`src/lcd_text_defines.svh`:
```
`ifndef LCD_TEXT_DEFINES_SVH
`define LCD_TEXT_DEFINES_SVH

// Display power-up and bus write timing in clocks
`define LCD_POWERUP_CYCLES    70
`define LCD_EN_SETUP_CYCLES   1
`define LCD_EN_HIGH_CYCLES    2
`define LCD_EN_HOLD_CYCLES    1

// Setup commands
`define LCD_CMD_FUNCTION_SET  8'h38  // 8-bit bus, 2 lines, 5x8 font
`define LCD_CMD_DISPLAY_ON    8'h0F  // Display, cursor and blink on
`define LCD_CMD_ENTRY_MODE    8'h06  // Increment, no shift

// DDRAM set-address commands
`define LCD_ADDR_LINE1        8'h80
`define LCD_ADDR_LINE2        8'hC0

// Line geometry
`define LCD_LINE_CHARS        16
`define LCD_CHAR_BLANK        8'h20

`endif

```
`src/lcd_text_pkg.sv`:
```
`default_nettype none

package lcd_text_pkg;

  typedef logic [7:0] lcd_byte_t;

  // 0 is the address slot, 1 to 16 are characters
  typedef logic [4:0] lcd_col_t;

  typedef logic [3:0] game_code_t;

  typedef enum logic [2:0] {
    STEP_FUNCTION_SET,
    STEP_DISPLAY_ON,
    STEP_ENTRY_MODE,
    STEP_LINE1,
    STEP_LINE2
  } step_kind_e;

  typedef enum logic [2:0] {
    MSG_BLANK,
    MSG_UP,
    MSG_DOWN,
    MSG_GAME_OVER,
    MSG_SUCCESS
  } msg_sel_e;

endpackage

`default_nettype wire

```
`src/lcd_text_ifs.sv`:
```
`timescale 1ns/1ps
`default_nettype none

// Step stream from sequencer to mapper
interface lcd_step_if;
  logic                     valid;
  logic                     ready;
  lcd_text_pkg::step_kind_e kind;
  lcd_text_pkg::lcd_col_t   col;

  modport source (
    output valid,
    output kind,
    output col,
    input  ready
  );

  modport sink (
    input  valid,
    input  kind,
    input  col,
    output ready
  );
endinterface

// Byte stream from mapper to bus writer
interface lcd_byte_if;
  logic                    valid;
  logic                    ready;
  logic                    rs;
  lcd_text_pkg::lcd_byte_t data;

  modport source (output valid, output rs, output data, input ready);
  modport sink (input valid, input rs, input data, output ready);
endinterface

`default_nettype wire

```
`src/lcd_step_sequencer.sv`:
```
`timescale 1ns/1ps
`default_nettype none

`include "lcd_text_defines.svh"

module lcd_step_sequencer (
  input  wire logic   clk,
  input  wire logic   reset,
  lcd_step_if.source  step
);

  localparam int unsigned PWR_W = $clog2(`LCD_POWERUP_CYCLES);

  logic [PWR_W-1:0]         pwr_cnt;
  logic                     running;  // Power-up wait is over
  lcd_text_pkg::step_kind_e kind;
  lcd_text_pkg::lcd_col_t   col;
  logic                     xfer;

  assign xfer = running && step.ready;

  assign step.valid = running;
  assign step.kind  = kind;
  assign step.col   = col;

  always_ff @(posedge clk or negedge reset) begin
    if (!reset) begin
      pwr_cnt <= '0;
      running <= 1'b0;
    end else if (!running) begin
      if (pwr_cnt == PWR_W'(`LCD_POWERUP_CYCLES - 1)) begin
        running <= 1'b1;
      end else begin
        pwr_cnt <= pwr_cnt + PWR_W'(1);
      end
    end
  end

  always_ff @(posedge clk or negedge reset) begin
    if (!reset) begin
      kind <= lcd_text_pkg::STEP_FUNCTION_SET;
      col  <= '0;
    end else if (xfer) begin
      case (kind)
        lcd_text_pkg::STEP_FUNCTION_SET: kind <= lcd_text_pkg::STEP_DISPLAY_ON;
        lcd_text_pkg::STEP_DISPLAY_ON:   kind <= lcd_text_pkg::STEP_ENTRY_MODE;
        lcd_text_pkg::STEP_ENTRY_MODE: begin
          kind <= lcd_text_pkg::STEP_LINE1;
          col  <= '0;
        end
        lcd_text_pkg::STEP_LINE1, lcd_text_pkg::STEP_LINE2: begin
          if (col == lcd_text_pkg::lcd_col_t'(`LCD_LINE_CHARS)) begin
            col <= '0;
            // Alternate lines forever
            if (kind == lcd_text_pkg::STEP_LINE1) begin
              kind <= lcd_text_pkg::STEP_LINE2;
            end else begin
              kind <= lcd_text_pkg::STEP_LINE1;
            end
          end else begin
            col <= col + lcd_text_pkg::lcd_col_t'(1);
          end
        end
        default: begin
          kind <= lcd_text_pkg::STEP_FUNCTION_SET;
          col  <= '0;
        end
      endcase
    end
  end

endmodule

`default_nettype wire

```
`src/lcd_char_mapper.sv`:
```
`timescale 1ns/1ps
`default_nettype none

`include "lcd_text_defines.svh"

module lcd_char_mapper (
  input  wire logic                     clk,
  input  wire logic                     reset,
  input  wire lcd_text_pkg::game_code_t wrong,
  input  wire lcd_text_pkg::game_code_t correct,
  input  wire lcd_text_pkg::game_code_t up_down,
  lcd_step_if.sink                      step,
  lcd_byte_if.source                    bytes
);

  localparam int unsigned LINE_W = 8 * `LCD_LINE_CHARS;

  localparam logic [LINE_W-1:0] LINE1_TEXT  = {"UP & DOWN Game", {2{`LCD_CHAR_BLANK}}};
  localparam logic [LINE_W-1:0] UP_TEXT     = {"UP", {14{`LCD_CHAR_BLANK}}};
  localparam logic [LINE_W-1:0] DOWN_TEXT   = {"DOWN", {12{`LCD_CHAR_BLANK}}};
  localparam logic [LINE_W-1:0] OVER_TEXT   = {"Game over", {7{`LCD_CHAR_BLANK}}};
  localparam logic [LINE_W-1:0] SUCCES_TEXT = {"Success!", {8{`LCD_CHAR_BLANK}}};
  localparam logic [LINE_W-1:0] BLANK_TEXT  = {`LCD_LINE_CHARS{`LCD_CHAR_BLANK}};

  logic                      out_valid;
  logic                      out_rs;
  lcd_text_pkg::lcd_byte_t   out_data;
  lcd_text_pkg::msg_sel_e    msg;
  lcd_text_pkg::msg_sel_e    msg_next;
  logic                      map_rs;
  lcd_text_pkg::lcd_byte_t   map_data;
  logic                      step_xfer;

  // Column 1 is the leftmost character, held in the top byte
  function automatic lcd_text_pkg::lcd_byte_t text_char(input logic [LINE_W-1:0] text,
                                                        input lcd_text_pkg::lcd_col_t col);
    int unsigned idx;
    idx = `LCD_LINE_CHARS - col;
    return text[8*idx +: 8];
  endfunction

  function automatic logic [LINE_W-1:0] msg_text(input lcd_text_pkg::msg_sel_e sel);
    case (sel)
      lcd_text_pkg::MSG_UP:        return UP_TEXT;
      lcd_text_pkg::MSG_DOWN:      return DOWN_TEXT;
      lcd_text_pkg::MSG_GAME_OVER: return OVER_TEXT;
      lcd_text_pkg::MSG_SUCCESS:   return SUCCES_TEXT;
      default:                     return BLANK_TEXT;
    endcase
  endfunction

  always_comb begin
    if (wrong == '0 && correct == '0) msg_next = lcd_text_pkg::MSG_BLANK;
    else if (up_down == 4'd1)         msg_next = lcd_text_pkg::MSG_UP;
    else if (up_down == 4'd2)         msg_next = lcd_text_pkg::MSG_DOWN;
    else if (up_down == 4'd5)         msg_next = lcd_text_pkg::MSG_GAME_OVER;
    else if (correct != '0)           msg_next = lcd_text_pkg::MSG_SUCCESS;
    else                              msg_next = msg;  // Keep previous
  end

  always_comb begin
    map_rs   = 1'b0;
    map_data = `LCD_CHAR_BLANK;
    case (step.kind)
      lcd_text_pkg::STEP_FUNCTION_SET: map_data = `LCD_CMD_FUNCTION_SET;
      lcd_text_pkg::STEP_DISPLAY_ON:   map_data = `LCD_CMD_DISPLAY_ON;
      lcd_text_pkg::STEP_ENTRY_MODE:   map_data = `LCD_CMD_ENTRY_MODE;
      lcd_text_pkg::STEP_LINE1: begin
        if (step.col == '0) begin
          map_data = `LCD_ADDR_LINE1;
        end else begin
          map_rs   = 1'b1;
          map_data = text_char(LINE1_TEXT, step.col);
        end
      end
      lcd_text_pkg::STEP_LINE2: begin
        if (step.col == '0) begin
          map_data = `LCD_ADDR_LINE2;
        end else begin
          map_rs   = 1'b1;
          map_data = text_char(msg_text(msg), step.col);  // Latched at column 0
        end
      end
      default: ;
    endcase
  end

  assign step_xfer  = step.valid && step.ready;
  assign step.ready = !out_valid || bytes.ready;

  assign bytes.valid = out_valid;
  assign bytes.rs    = out_rs;
  assign bytes.data  = out_data;

  always_ff @(posedge clk or negedge reset) begin
    if (!reset) begin
      out_valid <= 1'b0;
      msg       <= lcd_text_pkg::MSG_BLANK;
    end else begin
      if (step_xfer) begin
        out_valid <= 1'b1;
      end else if (bytes.ready) begin
        out_valid <= 1'b0;
      end
      if (step_xfer && step.kind == lcd_text_pkg::STEP_LINE2 && step.col == '0) begin
        msg <= msg_next;
      end
    end
  end

  always_ff @(posedge clk) begin
    if (step_xfer) begin
      out_rs   <= map_rs;
      out_data <= map_data;
    end
  end

endmodule

`default_nettype wire

```
`src/lcd_bus_writer.sv`:
```
`timescale 1ns/1ps
`default_nettype none

`include "lcd_text_defines.svh"

module lcd_bus_writer (
  input  wire logic               clk,
  input  wire logic               reset,
  lcd_byte_if.sink                bytes,
  output logic                    lcd_en,
  output logic                    lcd_rs,
  output logic                    lcd_rw,
  output lcd_text_pkg::lcd_byte_t lcd_data
);

  localparam int unsigned EN_RISE = `LCD_EN_SETUP_CYCLES;
  localparam int unsigned EN_FALL = `LCD_EN_SETUP_CYCLES + `LCD_EN_HIGH_CYCLES;
  localparam int unsigned TOTAL   = EN_FALL + `LCD_EN_HOLD_CYCLES;
  localparam int unsigned CNT_W   = $clog2(TOTAL);

  logic [CNT_W-1:0] phase;  // 0 is idle and the last hold cycle
  logic             xfer;

  assign bytes.ready = (phase == '0);
  assign xfer        = bytes.valid && bytes.ready;

  always_ff @(posedge clk or negedge reset) begin
    if (!reset) begin
      phase    <= '0;
      lcd_en   <= 1'b0;
      lcd_rs   <= 1'b1;
      lcd_rw   <= 1'b1;
      lcd_data <= '0;
    end else begin
      if (xfer) begin
        phase    <= CNT_W'(1);
        lcd_rs   <= bytes.rs;
        lcd_data <= bytes.data;
        lcd_rw   <= 1'b0;  // Write only from here on
      end else if (phase != '0) begin
        if (phase == CNT_W'(TOTAL - 1)) begin
          phase <= '0;
        end else begin
          phase <= phase + CNT_W'(1);
        end
      end

      if (phase == CNT_W'(EN_RISE)) begin
        lcd_en <= 1'b1;
      end else if (phase == CNT_W'(EN_FALL)) begin
        lcd_en <= 1'b0;
      end
    end
  end

endmodule

`default_nettype wire

```
`src/lcd_text_top.sv`:
```
`timescale 1ns/1ps
`default_nettype none

module lcd_text_top (
  input  wire logic                     clk,
  input  wire logic                     reset,
  input  wire lcd_text_pkg::game_code_t wrong,
  input  wire lcd_text_pkg::game_code_t correct,
  input  wire lcd_text_pkg::game_code_t up_down,
  output logic                          lcd_en,
  output logic                          lcd_rs,
  output logic                          lcd_rw,
  output lcd_text_pkg::lcd_byte_t       lcd_data
);

  lcd_step_if u_step_if ();
  lcd_byte_if u_byte_if ();

  // Power-up wait and step ordering
  lcd_step_sequencer u_sequencer (
    .clk   (clk),
    .reset (reset),
    .step  (u_step_if.source)
  );

  lcd_char_mapper u_mapper (
    .clk     (clk),
    .reset   (reset),
    .wrong   (wrong),
    .correct (correct),
    .up_down (up_down),
    .step    (u_step_if.sink),
    .bytes   (u_byte_if.source)
  );

  // Pin timing and back-pressure source
  lcd_bus_writer u_writer (
    .clk      (clk),
    .reset    (reset),
    .bytes    (u_byte_if.sink),
    .lcd_en   (lcd_en),
    .lcd_rs   (lcd_rs),
    .lcd_rw   (lcd_rw),
    .lcd_data (lcd_data)
  );

endmodule

`default_nettype wire

```
`config.mk`:
```
export PLATFORM = sky130hd
export DESIGN_NAME = lcd_text_top
export DESIGN_NICKNAME = d
export VERILOG_FILES = /design/src/lcd_text_pkg.sv /design/src/lcd_text_ifs.sv /design/src/lcd_step_sequencer.sv /design/src/lcd_char_mapper.sv /design/src/lcd_bus_writer.sv /design/src/lcd_text_top.sv
export VERILOG_INCLUDE_DIRS = /design/src
export SDC_FILE = /design/constraint.sdc
export NUM_CORES = 1
export LEC_CHECK = 0
export BUFFER_PORTS_ARGS = -buffer_cell sky130_fd_sc_hd__buf_2
export CAP_MARGIN = 10
export CELL_PAD_IN_SITES_DETAIL_PLACEMENT = 0
export CELL_PAD_IN_SITES_GLOBAL_PLACEMENT = 1
export CORE_MARGIN = 4
export CORE_UTILIZATION = 45
export CTS_BUF_LIST = sky130_fd_sc_hd__clkbuf_4
export CTS_CLUSTER_SIZE = 40
export DETAILED_ROUTE_END_ITERATION = 6
export HOLD_SLACK_MARGIN = 0.02
export PLACE_DENSITY_LB_ADDON = 0.1
export SYNTH_ARGS = -nofsm -noshare
export SYNTH_HDL_FRONTEND = slang
export SYNTH_SLANG_ARGS = --single-unit
```
`constraint.sdc`:
```
create_clock -name clk -period 4.8 [get_ports clk]
set_clock_uncertainty 0.1 [all_clocks]
set_input_delay 0.24 -clock clk [delete_from_list [all_inputs] [get_ports clk]]
set_output_delay 0.24 -clock clk [all_outputs]
set_load 0.02 [all_outputs]
```
Word-level counts from Yosys, hierarchy flattened
Index checks and enable logic that the tools add are counted.
{"block": "op_classes", "n_eq_ne": 16, "div": 0, "muxes": 26, "addsub": 4, "shift": 2, "n_mul": 0, "bitwise": 3, "n_lt_le_gt_ge": 0, "n_reduce_logical": 24}
{"operator": "$pmux 127 s4", "n": 1}
{"operator": "$mux 128", "n": 2}
{"operator": "$shiftx 128x33->8", "n": 1}
{"operator": "$shiftx 128x33->8 const A", "n": 1}
{"operator": "$pmux 8 s5", "n": 1}
{"operator": "$mux 3", "n": 7}
{"operator": "$mux 8", "n": 2}
{"operator": "$eq 3x2->1 const B", "n": 4}
{"operator": "$pmux 3 s4", "n": 1}
{"operator": "$pmux 5 s2", "n": 1}
{"operator": "$logic_not 4->1", "n": 2}
{"operator": "$reduce_and 2->1", "n": 4}
{"operator": "$reduce_bool 2->1", "n": 4}
{"operator": "$add 7x1->7 const B", "n": 1}
{"operator": "$eq 7x7->1 const B", "n": 1}
{"operator": "$mux 1", "n": 7}
{"operator": "$eq 3x1->1 const B", "n": 2}
{"operator": "$eq 3x3->1 const B", "n": 2}
{"operator": "$mux 2", "n": 3}
{"operator": "$sub 5x5->6 const A", "n": 1}
{"operator": "$add 5x1->5 const B", "n": 1}
{"operator": "$eq 5x5->1 const B", "n": 1}
{"operator": "$logic_and 1x1->1", "n": 5}
{"operator": "$logic_not 5->1", "n": 1}
{"operator": "16 further kinds", "n": 19}
{"block": "totals", "latchBits": 0, "mem_bits_rw": 0, "rom_bits": 0, "register_bits": 42, "inputBits": 14, "mem_count": 0}

Logic depth before layout (Yosys ltp)
{"block": "depth", "word_depth": 7, "depth_mapped": 13, "ltp_nobuf": 10}

By module
A second synthesis with hierarchy kept.
{"block": "unflattened", "hier_cells": 320, "hier_area_um2": 2962.8}
{"module": "lcd_char_mapper", "instances": 1, "area_per_inst_um2": 1550.2, "cells_each": 198}
{"module": "lcd_step_sequencer", "instances": 1, "area_per_inst_um2": 878.3, "cells_each": 87}
{"module": "lcd_bus_writer", "instances": 1, "area_per_inst_um2": 534.3, "cells_each": 35}

Worst setup path before layout
Ideal clock, no wire load.
{"block": "synth_timing", "kind": "register to register", "from": "register u_sequencer.col[0], in the netlist u_sequencer.step.col[0]", "to": "register u_mapper.out_data[3], in the netlist u_mapper.bytes.data[3], data pin", "path_buffers": 3, "arrival_ns": 2.206, "setup_slack_ns": 2.234, "period_less_slack_ns": 2.566, "setup_ns": 0.260, "path_stages_with_launch": 13, "t_required_ns": 4.440, "cell_sequence": "dfrtp_1 buf_2 buf_4 inv_1 ha_1 buf_2 inv_1 nor3_1 ha_1 nor2b_1 and2_2 a31oi_1 o21ai_1"}
{"block": "synth_between", "elab_chain_len": 4, "elab_cells_between_ends": 7}
{"item": "from (decl)", "line": "lcd_step_sequencer.sv:17", "rtl": "lcd_text_pkg::lcd_col_t col;"}
{"item": "from (signal assigned)", "line": "lcd_step_sequencer.sv:61", "rtl": "col <= col + lcd_text_pkg::lcd_col_t'(1);"}
{"item": "$sub 5x5->6 (no line)"}
{"item": "$shiftx 128x33->8", "line": "lcd_char_mapper.sv:39", "rtl": "return text[8*idx +: 8];"}
{"item": "$mux 8 (on tied branches)", "line": "lcd_char_mapper.sv:77, lcd_char_mapper.sv:69"}
{"item": "$pmux 8 s5 *", "line": "lcd_char_mapper.sv:64", "rtl": "case (step.kind)"}
{"item": "net u_mapper.map_data[3]", "line": "lcd_char_mapper.sv:31", "rtl": "lcd_text_pkg::lcd_byte_t map_data;"}
{"item": "to (signal assigned)", "line": "lcd_char_mapper.sv:114", "rtl": "out_data <= map_data;"}
{"item": "to (decl)", "line": "lcd_char_mapper.sv:27", "rtl": "lcd_text_pkg::lcd_byte_t out_data;"}
The timed path passes the listed nets; every way through them passes the cells marked *.
A chain may end at the register's enable or synchronous reset.

Final worst setup path
{"block": "layout_timing", "from": "register u_sequencer.col[0], in the netlist u_sequencer.step.col[0]", "to": "register u_mapper.out_data[5], in the netlist u_mapper.bytes.data[5], data pin"}
The elaborated chain is that of the path after synthesis.

==> tab_implementation.tex <==
\begin{tabular}{lr}
\hline
Metric & Value \\
\hline
\multicolumn{2}{l}{\textbf{STA}} \\
Hold\_ws & 0.0719 ns \\
Worst-margin pin slew & 1.01 ns \\
Unrepaired setup endpoints after global routing & no \\
Final worst path period need & 3.06 ns \\
Setup TNS Final & 0 ns \\
Final number of hold-violating endpoints & 0 \\
Max-slew headroom at the worst pin & 0.320 \\
Final Worst Setup Slack & 1.74 ns \\
Final Cycle Share & 0.637 \\
Count of final max-slew check failures & 0 \\
Top achievable clock speed & 327 MHz \\
Endpoints failing setup & 0 \\
\multicolumn{2}{l}{\textbf{Place}} \\
HPWL after detailed placement & 4.31 mm \\
Routability-driven placement congestion ratio & 0.878 \\
DP Worst Slack & 1.85 ns \\
Number of I/O port buffers & 24 \\
\multicolumn{2}{l}{\textbf{Global route}} \\
Vias in the first global route & 2061 \\
Global Route Usage Sum & 0.165 \\
First-pass GRT wire length & 10.2 mm \\
Total overflow reported by the global router & 0 \\
Initial antenna violation count & 0 \\
Maximum number of pins on one net before global-route repair & 34 \\
\multicolumn{2}{l}{\textbf{Route}} \\
TritonRoute pass-1 iters & 4 \\
Violation count after the first detailed-route iteration & 167 \\
Detail-routed net length per standard cell & 15.6 um \\
DRT antenna net count & 0 \\
Average vias per placed instance & 5.72 \\
Final wirelength & 6.02 mm \\
Post-route DRC violation count & 0 \\
DR vias & 2209 \\
\multicolumn{2}{l}{\textbf{Synth}} \\
Multiplexer fraction of the synthesized cell area & 0.0517 \\
Area share of fa/ha/maj cells after synthesis & 0.0426 \\
Register bit count reported by yosys & 42 \\
Top\_reg\_cell synth & sky130\_fd\_sc\_hd\_\_dfrtp\_1 \\
Fraction of registers with async set/reset & 0.786 \\
Number of distinct library cells after synthesis & 71 \\
Net count after synthesis & 320 \\
Fraction of the mapped netlist area in simple logic gates & 0.192 \\
Sequential fraction of the synthesis area & 0.381 \\
Xor/xnor cell area share of the yosys netlist & 0.0452 \\
Synthesized netlist cell count & 297 \\
Share of the synthesized area in compound gates (AO/OA/AOI/OAI) & 0.213 \\
Number of enable-type register cells in the synthesized netlist & 9 \\
Number of warnings printed during yosys synthesis & 0 \\
Mean cell area of the mapped netlist & 9.70 um2 \\
Area of the mapped netlist & 2880 um2 \\
Dominant combinational cell family by area after synthesis & compound AO/OA/AOI/OAI gates \\
\multicolumn{2}{l}{\textbf{Worst setup path}} \\
Endpoint of the lowest-slack register-to-register path & u\_mapper.bytes.data[5] \\
Register-to-Register Setup Slack & 1.74 ns \\
Origin of the critical flop-to-flop path & u\_sequencer.step.col[0] \\
Slowest library cell on the worst path & sky130\_fd\_sc\_hd\_\_ha\_1 \\
Critical path class & flop to flop \\
Data arrival, critical path & 3.05 ns \\
Required time of the worst setup path & 4.80 ns \\
Critical Path Start Type & flop \\
Cells traversed along the worst timing path & buf\_4, inv\_1, ha\_1, nand2\_1, a311oi\_1, a31oi\_1, o2111ai\_1, o211ai\_1 \\
Crit-path max cell delay & 0.86 ns \\
Critical path peak fanout & 29 \\
Cell count of the worst reg-to-reg path & 8 \\
CP Capture Type & flop \\
\multicolumn{2}{l}{\textbf{Floorplan}} \\
Die span in x & 88.0 um \\
Die ar. & 7750 um2 \\
\# IOs & 25 \\
Starting Density & 0.475 \\
Row cnt & 28 \\
Overall die height & 88.0 um \\
CORE AREA & 6060 um2 \\
\multicolumn{2}{l}{\textbf{Worst hold path}} \\
Start point of the worst min-delay path & up\_down[0] \\
Min-delay worst type & input pin to flop \\
Min-Delay Path Depth & 2 \\
End of the worst hold path & u\_mapper.msg[0] \\
\multicolumn{2}{l}{\textbf{Clocking}} \\
Clock-pin slew of the registers on the worst-case setup and hold paths & 0.12 ns \\
Count of buffers added by post-CTS timing repair for setup & 0 \\
Maximum buffer depth of the clock tree & 2 \\
CTS-repair resized insts & 0 \\
H-tree depth & 2 \\
Number of sinks driven by the clock tree & 42 \\
TritonCTS clock tree & yes \\
Clock insertion delay at the later pin of the skew report & 0.35 ns \\
Root buf cell & sky130\_fd\_sc\_hd\_\_clkbuf\_4 \\
CTS Hold Bufs & 1 \\
CTS Buf Count & 5 \\
\multicolumn{2}{l}{\textbf{Power}} \\
Power density relative to cell area & 205 nW/um2 \\
Peak supply drop & 0.137 mV \\
Leakage dissipation & 1.27 nW \\
\multicolumn{2}{l}{\textbf{Job}} \\
Max Cap Viol & 0 \\
\multicolumn{2}{l}{\textbf{Final layout}} \\
Final Net Count & 333 \\
Antenna cells & 0 \\
Share of post-route cells with drive strength above 1 & 0.206 \\
Growth of design area from synthesis to finish & 5.86\% \\
\multicolumn{2}{l}{\textbf{Status}} \\
Result of the run & complete, no violations \\
\hline
\end{tabular}
[registers in the layout, indices dropped and copies added, names as in the netlist, 2 cells and up]
| name | flops |
|---|---|
| u_writer.lcd_data | 8 |
| u_sequencer.step.col | 5 |
| u_sequencer.pwr_cnt | 7 |
| u_mapper.msg | 3 |
| u_writer.phase | 2 |
| u_mapper.bytes.data | 8 |
| u_sequencer.step.kind | 3 |
[final cells by class]
cell class	instances	area [um2]
clock inverters	2	37.5
multi-input cells	218	1570
well taps	75	93.8
repair buffers	27	145
fillers	591	3010
flip-flops and latches	42	1100
inverters	16	60.1
clock buffers	6	45.0
[synthesized netlist by cell type (9+ instances only)]
library cell               number  area (um2)
sky130_fd_sc_hd__ha_1           9         113
sky130_fd_sc_hd__nand2b_1       9        56.3
sky130_fd_sc_hd__nand3_1        9        45.0
sky130_fd_sc_hd__xnor2_1        9        78.8
sky130_fd_sc_hd__a21oi_1       12        60.1
sky130_fd_sc_hd__nand2_1       20        75.1
sky130_fd_sc_hd__inv_1         16        60.1
sky130_fd_sc_hd__dfrtp_1       31         776
sky130_fd_sc_hd__mux2_2        11         124
sky130_fd_sc_hd__nor2_1        14        52.6
sky130_fd_sc_hd__edfxtp_1       9         270
sky130_fd_sc_hd__o21ai_0       25         125
[report_power, final]
group,total [W],internal [W],switching (W)
clock network,0.000232,0.000116,0.000116
logic,0.0000263,0.0000114,0.0000149
registers,0.000368,0.000364,0.00000404
total,0.000627,0.000491,0.000135
[layer usage]
layer | vias up | GRT usage | wire, um
met5 | - | 0 | 0
met1 | 1030 | 0.243 | 3040
met4 | 0 | 0.0646 | 77
li1 | 1115 | - | -
met3 | 6 | 0.0282 | 286
met2 | 58 | 0.240 | 2620
[cell usage in the layout (no fill, tap or decap), types with 3 or more instances in the layout]
cell type                   count
sky130_fd_sc_hd__dfrtp_1       31
sky130_fd_sc_hd__o21ai_0       25
sky130_fd_sc_hd__buf_2         24
sky130_fd_sc_hd__nand2_1       20
sky130_fd_sc_hd__inv_1         16
sky130_fd_sc_hd__nor2_1        14
sky130_fd_sc_hd__a21oi_1       12
sky130_fd_sc_hd__mux2_2        11
sky130_fd_sc_hd__nand2b_1       9
sky130_fd_sc_hd__nand3_1        9
sky130_fd_sc_hd__xnor2_1        9
sky130_fd_sc_hd__ha_1           9
sky130_fd_sc_hd__edfxtp_1       9
sky130_fd_sc_hd__nor2b_1        7
sky130_fd_sc_hd__o211ai_1       6
sky130_fd_sc_hd__clkbuf_4       6
sky130_fd_sc_hd__nand4_1        5
sky130_fd_sc_hd__nor3_1         4
sky130_fd_sc_hd__xor2_1         4
sky130_fd_sc_hd__a31oi_1        4
sky130_fd_sc_hd__o22ai_1        4
sky130_fd_sc_hd__o31ai_1        4
sky130_fd_sc_hd__and2_1         3
sky130_fd_sc_hd__o2bb2ai_1      3
sky130_fd_sc_hd__o221ai_1       3
[how the worst max path moves through the flow]
stage / slack, ns / end / cells after the start / startpoint
3_5_place_dp: 1.85 / u_mapper.bytes.data[5] / 8 / u_sequencer.step.col[0]
5_1_grt: 1.57 / u_mapper.bytes.data[5] / 8 / u_sequencer.step.col[0]
4_1_cts: 1.83 / u_mapper.bytes.data[5] / 8 / u_sequencer.step.col[0]
3_3_place_gp: 1.84 / u_mapper.bytes.data[5] / 8 / u_sequencer.step.col[0]
2_1_floorplan: 2.23 / u_mapper.bytes.data[3] / 12 / u_sequencer.step.col[0]
6_report: 1.74 / u_mapper.bytes.data[5] / 8 / u_sequencer.step.col[0]
[critical path: cells and delay by family, from the launching register on]
kind	cells	cell delay, ns
and+or+nand+nor	1	0.32
buffers and inverters	2	0.41
DFF	1	0.34
adders and majority gates	1	0.86
AOI/OAI and AO/OA	4	0.77
[logic make-up after synthesis]
logic type | after synthesis
xor gates and xnor gates | 14
adders and majority gates | 10
and+or+nand+nor | 93
buffers and inverters | 37
DFF | 42
muxes | 13
AOI/OAI and AO/OA | 88
[through the flow]
step,total power (W),util,cells,cell area [um2]
after floorplan,0.000387,-,297,2880
after global placement,0.000402,0.488,377,2960
after detailed placement,0.000401,0.488,377,2960
after CTS,0.000642,0.503,386,3050
after global routing,0.000659,0.503,386,3050
final,0.000627,0.503,386,3050
No activity file was read; power rests on OpenSTA's default activity.
